**config.mk**
```make
export PLATFORM = sky130hd
export DESIGN_NAME = up_system
export DESIGN_NICKNAME = d
export VERILOG_FILES = /design/src/logic/mem_pkg.sv /design/src/logic/cpu_pkg.sv /design/src/logic/control_unit.sv /design/src/logic/datapath.sv /design/src/logic/io_ports.sv /design/src/logic/shared_memory.sv /design/src/logic/up_system.sv
export SDC_FILE = /design/constraint.sdc
export NUM_CORES = 2
export LEC_CHECK = 0
export ABC_AREA = 1
export BUFFER_PORTS_ARGS = -buffer_cell sky130_fd_sc_hd__buf_2
export CAP_MARGIN = 10
export CELL_PAD_IN_SITES_DETAIL_PLACEMENT = 1
export CELL_PAD_IN_SITES_GLOBAL_PLACEMENT = 1
export CORE_MARGIN = 5
export CORE_UTILIZATION = 37
export CTS_CLUSTER_SIZE = 16
export DETAILED_ROUTE_END_ITERATION = 8
export PLACE_DENSITY_LB_ADDON = 0.12
export SYNTH_ARGS = -nofsm -noshare
export SYNTH_HDL_FRONTEND = slang
export SYNTH_SLANG_ARGS = --single-unit
```
**constraint.sdc**
```tcl
create_clock -name clk -period 28.5 [get_ports clk]
set_input_delay 1.425 -clock clk [delete_from_list [all_inputs] [get_ports clk]]
set_output_delay 1.425 -clock clk [all_outputs]
set_load 0.03 [all_outputs]
```
**src/prog.hex**
```
// one byte per word; bytes 0..3 load r0..r3 at boot, code starts at byte 4
@00
01 80 80 80
// init: push 128 for the loop, then branch to nibble 128
B7
// main loop at nibble 128, reads 128/129 and writes 130/131
@40
CB E4 60 45 6C 5A 50 45
B5 42 45 B5 41 4A 34 5E
46 04 56 5A D5 E4 60 45
6D AB 6A B5 AB 78
// mapped ports start at zero
@80
00 00 00 00

```
**src/logic/mem_pkg.sv**
```systemverilog
`default_nettype none

package mem_pkg;

   typedef logic [7:0] mem_addr_t;
   typedef logic [1:0] port_idx_t;

   localparam int mem_size = 256;
   localparam int num_ports = 4;

   // port k is mapped at port_base + k.
   localparam mem_addr_t port_base = 8'd128;

   // nibble address of the first instruction in the upper half of byte 4.
   localparam logic [7:0] boot_pc = 8'h08;
   localparam mem_addr_t stack_top = 8'hff;    // stack grows down.

   localparam string mem_image = "/design/src/prog.hex";

endpackage

`default_nettype wire

```
**src/logic/cpu_pkg.sv**
```systemverilog
`default_nettype none

package cpu_pkg;

   typedef logic [7:0] word_t;
   typedef logic [7:0] nibble_pc_t;    // bits 7:1 address a byte, bit 0 picks the half.
   typedef logic [1:0] reg_sel_t;

   // codes 8, 9 and 15 fall through as a no-op.
   typedef enum logic [3:0] {
      op_add  = 4'd0,
      op_sub  = 4'd1,
      op_mul  = 4'd2,
      op_nand = 4'd3,
      op_sw01 = 4'd4,
      op_sw12 = 4'd5,
      op_sw23 = 4'd6,
      op_be   = 4'd7,
      op_pop  = 4'd10,
      op_push = 4'd11,
      op_ldw  = 4'd12,
      op_stw  = 4'd13,
      op_ref  = 4'd14
   } opcode_t;

   typedef enum logic [3:0] {
      boot_0, boot_1, boot_2, boot_3, boot_4,
      fetch, decode, exec_1, exec_2, exec_3
   } cpu_state_t;

   typedef enum logic {wb_result, wb_mem} wb_src_t;

   typedef enum logic [4:0] {
      res_zero, res_one, res_two, res_three, res_pc_byte, res_pc_inc,
      res_add, res_sub, res_mul, res_nand, res_x01, res_x12, res_x23,
      res_sp, res_sp_inc, res_sp_dec, res_r2, res_r3
   } result_sel_t;

   localparam word_t word_reset = 8'h00;
   localparam opcode_t ir_reset = op_add;

endpackage

`default_nettype wire

```
**src/logic/control_unit.sv**
```systemverilog
`timescale 1ns/1ns
`default_nettype none

module control_unit (
   input  logic                 clk,
   input  logic                 nRst,
   input  cpu_pkg::opcode_t     opcode,
   input  logic                 equal,
   output logic                 ir_load,
   output logic                 pc_load,
   output logic                 sp_load,
   output logic                 reg_we,
   output cpu_pkg::reg_sel_t    reg_sel,
   output cpu_pkg::wb_src_t     from_mem,
   output logic                 addr_load,
   output logic                 store,
   output cpu_pkg::result_sel_t result_sel
);
   import cpu_pkg::*;

   cpu_state_t  state;
   cpu_state_t  state_next;
   logic        is_swap;
   reg_sel_t    swap_lo;
   result_sel_t swap_res;

   always_ff @(posedge clk or negedge nRst) begin
      if (!nRst) begin
         state <= boot_0;
      end else begin
         state <= state_next;
      end
   end

   // lower register of the swap pair and the xor that goes with it.
   always_comb begin
      is_swap  = 1'b1;
      swap_lo  = 2'd0;
      swap_res = res_x01;
      case (opcode)
         op_sw01: swap_res = res_x01;
         op_sw12: begin
            swap_lo  = 2'd1;
            swap_res = res_x12;
         end
         op_sw23: begin
            swap_lo  = 2'd2;
            swap_res = res_x23;
         end
         default: is_swap = 1'b0;
      endcase
   end

   always_comb begin
      state_next = fetch;
      case (state)
         boot_0: state_next = boot_1;
         boot_1: state_next = boot_2;
         boot_2: state_next = boot_3;
         boot_3: state_next = boot_4;
         fetch:  state_next = decode;
         decode: state_next = exec_1;
         exec_1: if (is_swap || opcode inside {op_pop, op_push, op_ldw, op_stw, op_ref}) begin
            state_next = exec_2;
         end
         exec_2: if (is_swap || opcode == op_push) begin
            state_next = exec_3;
         end
         default: state_next = fetch;
      endcase
   end

   always_comb begin
      ir_load    = 1'b0;
      pc_load    = 1'b0;
      sp_load    = 1'b0;
      reg_we     = 1'b0;
      reg_sel    = 2'd0;
      from_mem   = wb_result;
      addr_load  = 1'b0;
      store      = 1'b0;
      result_sel = res_zero;
      case (state)
         boot_0: addr_load = 1'b1;
         boot_1, boot_2, boot_3, boot_4: begin    // each boot cycle takes the byte addressed before it.
            addr_load = 1'b1;
            reg_we    = 1'b1;
            from_mem  = wb_mem;
            case (state)
               boot_1: result_sel = res_one;
               boot_2: begin
                  result_sel = res_two;
                  reg_sel    = 2'd1;
               end
               boot_3: begin
                  result_sel = res_three;
                  reg_sel    = 2'd2;
               end
               default: begin
                  result_sel = res_pc_byte;
                  reg_sel    = 2'd3;
               end
            endcase
         end
         fetch: begin
            result_sel = res_pc_byte;
            addr_load  = 1'b1;
         end
         decode: begin
            result_sel = res_pc_inc;
            ir_load    = 1'b1;
            pc_load    = 1'b1;
         end
         exec_1: begin
            case (opcode)
               op_add:  reg_we = 1'b1;
               op_sub:  reg_we = 1'b1;
               op_mul:  reg_we = 1'b1;
               op_nand: reg_we = 1'b1;
               op_be:   pc_load = equal;    // branch target is held in r3.
               op_pop:  sp_load = 1'b1;
               default: ;
            endcase
            case (opcode)
               op_add:  result_sel = res_add;
               op_sub:  result_sel = res_sub;
               op_mul:  result_sel = res_mul;
               op_nand: result_sel = res_nand;
               op_be, op_ldw, op_stw: result_sel = res_r3;
               op_pop:  result_sel = res_sp_inc;
               op_push: result_sel = res_sp;
               default: result_sel = res_zero;
            endcase
            addr_load = opcode inside {op_pop, op_push, op_ldw, op_stw, op_ref};
         end
         exec_2: begin
            case (opcode)
               op_push: begin
                  result_sel = res_sp_dec;
                  sp_load    = 1'b1;
               end
               op_pop, op_ldw, op_ref: begin
                  reg_we   = 1'b1;
                  reg_sel  = (opcode == op_ref) ? 2'd0 : 2'd2;
                  from_mem = wb_mem;
               end
               op_stw: begin
                  result_sel = res_r2;
                  store      = 1'b1;
               end
               default: ;
            endcase
         end
         exec_3: if (opcode == op_push) begin
            result_sel = res_r2;
            store      = 1'b1;
         end
         default: ;
      endcase
      // of the three xor steps only the middle one writes the upper register.
      if (is_swap && state inside {exec_1, exec_2, exec_3}) begin
         result_sel = swap_res;
         reg_we     = 1'b1;
         reg_sel    = (state == exec_2) ? swap_lo + 2'd1 : swap_lo;
      end
   end

endmodule

`default_nettype wire

```
**src/logic/datapath.sv**
```systemverilog
`timescale 1ns/1ns
`default_nettype none

module datapath (
   input  logic                 clk,
   input  logic                 nRst,
   input  logic                 ir_load,
   input  logic                 pc_load,
   input  logic                 sp_load,
   input  logic                 reg_we,
   input  cpu_pkg::reg_sel_t    reg_sel,
   input  cpu_pkg::wb_src_t     from_mem,
   input  logic                 addr_load,
   input  cpu_pkg::result_sel_t result_sel,
   input  cpu_pkg::word_t       rd_data,
   output mem_pkg::mem_addr_t   addr,
   output cpu_pkg::word_t       wr_data,
   output cpu_pkg::opcode_t     opcode,
   output logic                 equal
);
   import cpu_pkg::*;
   import mem_pkg::*;

   word_t      r [4];
   word_t      sp;
   nibble_pc_t pc;
   word_t      result;
   word_t      wb_data;

   assign equal   = (r[1] == r[2]);
   assign wr_data = result;    // stores always take r2 through the result word.
   assign wb_data = (from_mem == wb_mem) ? rd_data : result;

   always_comb begin
      case (result_sel)
         res_one:     result = 8'd1;
         res_two:     result = 8'd2;
         res_three:   result = 8'd3;
         res_pc_byte: result = {1'b0, pc[7:1]};
         res_pc_inc:  result = pc + 8'd1;
         res_add:     result = r[1] + r[2];
         res_sub:     result = r[1] - r[2];
         res_mul:     result = r[1] * r[2];    // low byte only.
         res_nand:    result = ~(r[1] & r[2]);
         res_x01:     result = r[0] ^ r[1];
         res_x12:     result = r[1] ^ r[2];
         res_x23:     result = r[2] ^ r[3];
         res_sp:      result = sp;
         res_sp_inc:  result = sp + 8'd1;
         res_sp_dec:  result = sp - 8'd1;
         res_r2:      result = r[2];
         res_r3:      result = r[3];
         default:     result = '0;
      endcase
   end

   always_ff @(posedge clk or negedge nRst) begin
      if (!nRst) begin
         for (int i = 0; i < 4; i++) begin
            r[i] <= word_reset;
         end
         sp     <= stack_top;
         pc     <= boot_pc;
         opcode <= ir_reset;
         addr   <= word_reset;
      end else begin
         if (reg_we) begin
            r[reg_sel] <= wb_data;
         end
         if (sp_load) begin
            sp <= result;
         end
         if (pc_load) begin
            pc <= result;
         end
         if (ir_load) begin
            opcode <= opcode_t'(pc[0] ? rd_data[3:0] : rd_data[7:4]);    // odd pc takes the low nibble.
         end
         if (addr_load) begin
            addr <= result;
         end
      end
   end

endmodule

`default_nettype wire

```
**src/logic/io_ports.sv**
```systemverilog
`timescale 1ns/1ns
`default_nettype none

module io_ports (
   input  logic               clk,
   input  logic               nRst,
   input  logic               port_strobe_0,
   input  logic               port_strobe_1,
   input  logic               port_strobe_2,
   input  logic               port_strobe_3,
   input  cpu_pkg::word_t     port_data_0,
   input  cpu_pkg::word_t     port_data_1,
   input  cpu_pkg::word_t     port_data_2,
   input  cpu_pkg::word_t     port_data_3,
   input  logic               grant,
   output logic               req,
   output mem_pkg::port_idx_t req_port,
   output cpu_pkg::word_t     req_data
);
   import cpu_pkg::*;
   import mem_pkg::*;

   logic [num_ports-1:0] strobe;
   logic [num_ports-1:0] pending;
   word_t                data_in   [num_ports];
   word_t                pend_data [num_ports];

   assign strobe     = {port_strobe_3, port_strobe_2, port_strobe_1, port_strobe_0};
   assign data_in[0] = port_data_0;
   assign data_in[1] = port_data_1;
   assign data_in[2] = port_data_2;
   assign data_in[3] = port_data_3;

   // lowest pending port wins.
   always_comb begin
      req_port = '0;
      for (int k = num_ports - 1; k >= 0; k--) begin
         if (pending[k]) begin
            req_port = port_idx_t'(k);
         end
      end
   end

   assign req      = |pending;
   assign req_data = pend_data[req_port];

   always_ff @(posedge clk or negedge nRst) begin
      if (!nRst) begin
         pending <= '0;
      end else begin
         for (int k = 0; k < num_ports; k++) begin
            if (strobe[k]) begin
               pending[k] <= 1'b1;    // a fresh word keeps the request up.
            end else if (grant && req_port == port_idx_t'(k)) begin
               pending[k] <= 1'b0;
            end
         end
      end
   end

   always_ff @(posedge clk) begin
      for (int k = 0; k < num_ports; k++) begin
         if (strobe[k]) begin
            pend_data[k] <= data_in[k];
         end
      end
   end

endmodule

`default_nettype wire

```
**src/logic/shared_memory.sv**
```systemverilog
`timescale 1ns/1ns
`default_nettype none

module shared_memory (
   input  logic               clk,
   input  mem_pkg::mem_addr_t addr,
   output cpu_pkg::word_t     rd_data,
   input  logic               cpu_store,
   input  cpu_pkg::word_t     cpu_data,
   input  logic               port_req,
   input  mem_pkg::port_idx_t port_idx,
   input  cpu_pkg::word_t     port_data,
   output logic               port_grant,
   output cpu_pkg::word_t     port_out_0,
   output cpu_pkg::word_t     port_out_1,
   output cpu_pkg::word_t     port_out_2,
   output cpu_pkg::word_t     port_out_3
);
   import cpu_pkg::*;
   import mem_pkg::*;

   word_t     mem [mem_size];
   mem_addr_t port_addr;
   mem_addr_t wr_addr;
   word_t     wr_data;
   logic      wr_en;

   initial begin
      $readmemh(mem_image, mem);
   end

   // the core cannot stall, so a port only gets a free cycle.
   assign port_grant = port_req & ~cpu_store;
   assign port_addr  = port_base + mem_addr_t'(port_idx);
   assign wr_en      = cpu_store | port_req;
   assign wr_addr    = cpu_store ? addr : port_addr;
   assign wr_data    = cpu_store ? cpu_data : port_data;

   always_ff @(posedge clk) begin
      if (wr_en) begin
         mem[wr_addr] <= wr_data;
      end
   end

   assign rd_data    = mem[addr];
   assign port_out_0 = mem[port_base];
   assign port_out_1 = mem[port_base + 8'd1];
   assign port_out_2 = mem[port_base + 8'd2];
   assign port_out_3 = mem[port_base + 8'd3];

endmodule

`default_nettype wire

```
**src/logic/up_system.sv**
```systemverilog
`timescale 1ns/1ns
`default_nettype none

module up_system (
   input  logic           clk,
   input  logic           nRst,
   input  logic           port_strobe_0,
   input  logic           port_strobe_1,
   input  logic           port_strobe_2,
   input  logic           port_strobe_3,
   input  cpu_pkg::word_t port_data_0,
   input  cpu_pkg::word_t port_data_1,
   input  cpu_pkg::word_t port_data_2,
   input  cpu_pkg::word_t port_data_3,
   output cpu_pkg::word_t port_out_0,
   output cpu_pkg::word_t port_out_1,
   output cpu_pkg::word_t port_out_2,
   output cpu_pkg::word_t port_out_3
);
   import cpu_pkg::*;
   import mem_pkg::*;

   logic        ir_load;
   logic        pc_load;
   logic        sp_load;
   logic        reg_we;
   reg_sel_t    reg_sel;
   wb_src_t     from_mem;
   logic        addr_load;
   logic        store;
   result_sel_t result_sel;
   opcode_t     opcode;
   logic        equal;
   mem_addr_t   addr;
   word_t       rd_data;
   word_t       wr_data;
   logic        req;
   logic        grant;
   port_idx_t   req_port;
   word_t       req_data;

   control_unit control_unit_i (.*);

   datapath datapath_i (.*);

   io_ports io_ports_i (.*);

   shared_memory shared_memory_i (
      .clk        (clk),
      .addr       (addr),
      .rd_data    (rd_data),
      .cpu_store  (store),
      .cpu_data   (wr_data),
      .port_req   (req),
      .port_idx   (req_port),
      .port_data  (req_data),
      .port_grant (grant),
      .port_out_0 (port_out_0),
      .port_out_1 (port_out_1),
      .port_out_2 (port_out_2),
      .port_out_3 (port_out_3)
   );

endmodule

`default_nettype wire

```
==> results.md <==
* Status: finished, final reports clean
* Post-Syn Area at 89700 um2
* Synthesis warning total at 0
* GRT overflow at 0
* Layout cells sized above 1 at 0.0751
* CTS resizes at 0
* Maxcap violations at 0
* Initial Util at 0.372
* Largest net degree at the start of global routing at 188
* Worst Skew at 0.0590 ns
* RSZ-0062 raised after global routing: no
* Clock Root Buffer: clkbuf_16
* FF+latch count, synth at 2148
* R2r worst-path depth at 15
* Port Buffer Count at 69
* Post-CTS Setup Bufs at 0
* WL/cell at 26.7 um
* Placeable Area at 241000 um2
* Initial antenna violation count at 9
* Period Utilization, post-route at 0.194
* Peak supply drop at 0.0885 mV
* Final Util at 0.416
* Worst EP required at 29.29 ns
* CP max stage delay at 0.86 ns
* Site Rows at 180
* Post-synthesis sequential area ratio at 0.715
* Crit Path Category: reg2reg
* First-pass GRT wire length at 433000 um
* Metal3 WL at 12200 um
* Top Metal Used: met4
* Cell mode on critical path: nand3_1
* Pleak at 34.6 nW
* Least-Margin Pin Slew at 1.17 ns
* Design area at 100000 um2
* I/O Pins at 70
* Worst hold path stage count at 2
* Max-slew violations at 0
* Hold Slack at 0.486 ns
* Total CTS buffers at 231
* Placed inst area at 93100 um2
* Post-Route M1 WL at 134000 um
* Met2 Wirelength at 141000 um
* CP Max Fanout at 76
* Most used DFF post-synth: edfxtp_1
* Post-DRT Antenna Nets at 0
* CTS tree: built
* Synth Area per Inst at 11.6 um2
* PwrDens at 93.8 nW/um2
* Synthesis-to-finish area growth at 11.9%
* Most frequent cells in the layout: 2080 x edfxtp_1, 1586 x nand2_1, 1360 x nand3_1
* All-Layer GR Usage at 0.229
* Crit path time final at 5.53 ns
* CP Capture Type: register
* DRC Markers at 0
* Final setup fails at 0
* Cells along the critical path: buf_4 -> buf_4 -> buf_4 -> o21ai_0 -> o22ai_1 -> nand2_1 -> nand3_1 -> nand3_1 -> nand3_1 -> nand3_1 -> nand3_1 -> nand2_1 -> nand2_1 -> nand3_1 -> nand2_1
* Clock transition at path regs at 0.06 ns
* Post-synth cell types at 49
* H-tree levels at 4
* Syn_nets at 7837
* Most common cell after layout, fill and taps aside: edfxtp_1
* Via/cell ratio at 5.54
* Die width at 502 um
* Die H at 502 um
* Fin. Hold Viols at 0
* Gpl congestion at 0.841
* Total negative slack at 0 ns
* NumNets Final at 7732
* Hold crit path type: reg2reg
* First DRT Iteration DRCs at 5125
* Synth Instances at 7745
* CP Launch Type: register
* Vias at 61000
* Fmax at 0.181 GHz
* Crit path DAT at 6.32 ns
* Routed wire length at 294000 um
* Critical-path top delay cell: dfrtp_4
* Die area at 252000 um2
* HPWL Detailed at 166000 um
* Hold_buf cts at 0
* Clock Tree Buf Depth at 3
* Slew HR at 0.215
* Share of flip-flops with an asynchronous set or reset at 0.0317
* Latest clock arrival within the worst-skew pair at 0.90 ns
* CTS sink cnt at 2148
* Number of flops mapped to enable cells by yosys at 2080
* DRT Pass-1 Iters at 5
* Vias in the first global route at 62400
-- report_power, final --
part / total, W / switching (W) / internal (W)
logic: 0.00279 / 0.00208 / 0.000716
registers: 0.00370 / 0.0000991 / 0.00361
clock network: 0.00291 / 0.00129 / 0.00162
-- synthesized netlist by cell type (21+ instances only) --
cell type	number	share of area
a21oi_1	86	0.0048
buf_1	69	0.0029
buf_2	93	0.0052
clkbuf_1	327	0.014
dfrtp_1	59	0.016
edfxtp_1	2080	0.70
ha_1	39	0.0054
inv_1	195	0.0082
nand2_1	1602	0.067
nand3_1	1360	0.076
nor2_1	799	0.033
o21ai_0	561	0.031
o21ai_1	30	0.0017
o22ai_1	236	0.016
xor2_1	21	0.0021
-- per-stage QoR --
step / cells / worst slack [ns] / total power, W
6_report: 11000 / 22.97 / 0.00941
2_1_floorplan: 7745 / 15.08 / 0.00560
4_1_cts: 11000 / 23.03 / 0.00949
5_1_grt: 11000 / 22.68 / 0.00989
3_3_place_gp: 10600 / 23.11 / 0.00654
3_5_place_dp: 10600 / 23.07 / 0.00658
-- final timing paths --
check	from	endpoint	slack [ns]
worst max-delay path	datapath_i.addr[0]$_DFFE_PN0P_	datapath_i.r[4]$_DFFE_PN0P_	22.97
worst min-delay path	datapath_i.r[6]$_DFFE_PN0P_	datapath_i.r[6]$_DFFE_PN0P_	0.49
max in group asynchronous	nRst	datapath_i.addr[2]$_DFFE_PN0P_	27.04
min in group asynchronous	nRst	control_unit_i.state[2]$_DFF_PN0_	0.69
worst min register to register	datapath_i.r[6]$_DFFE_PN0P_	datapath_i.r[6]$_DFFE_PN0P_	0.49
worst max register to register	datapath_i.addr[0]$_DFFE_PN0P_	datapath_i.r[4]$_DFFE_PN0P_	22.97
-- critical path, delay by kind of cell (launching register included) --
family | cells | cell delay, ns
buffers and inverters | 3 | 2.12
flip-flops | 1 | 0.86
AND/OR/NAND/NOR | 10 | 1.73
AO/OA/AOI/OAI | 2 | 0.50
-- routing by layer --
layer / global-route usage / up-vias
met5: 0 / -
met1: 0.325 / 31800
met3: 0.0266 / 353
met4: 0.0556 / 0
li1: - / 27400
met2: 0.379 / 1379
-- registers in the layout, indices dropped and copies added (netlist names), 8 cells and up --
| register | cells |
|---|---|
| shared_memory_i.mem | 2048 |
| datapath_i.addr | 8 |
| datapath_i.pc | 8 |
| datapath_i.sp | 8 |
| io_ports_i.pend_data | 32 |
| datapath_i.r | 32 |
-- cell type report --
| class | instances | area [um2] |
|---|---|---|
| antenna | 4 | 10.0 |
| clock buffer | 290 | 6020 |
| clock inverter | 130 | 1230 |
| fill | 25500 | 141000 |
| inverter | 216 | 845 |
| multi-input combinational | 4876 | 22800 |
| sequential | 2148 | 64200 |
| tap | 3185 | 3990 |
| timing repair buffer | 167 | 1280 |
-- cells by family (layout without fill, tap and decap cells) --
family,count (synthesis),in the layout,synth area share
compound gates,954,954,0.0580
xor+xnor,27,27,0.00264
fa+ha+maj,54,54,0.00879
buf+inv,721,803,0.0322
flops,2148,2148,0.715
other cells,0,4,0
simple gates,3841,3841,0.183
(Power assumes the default switching activity.)
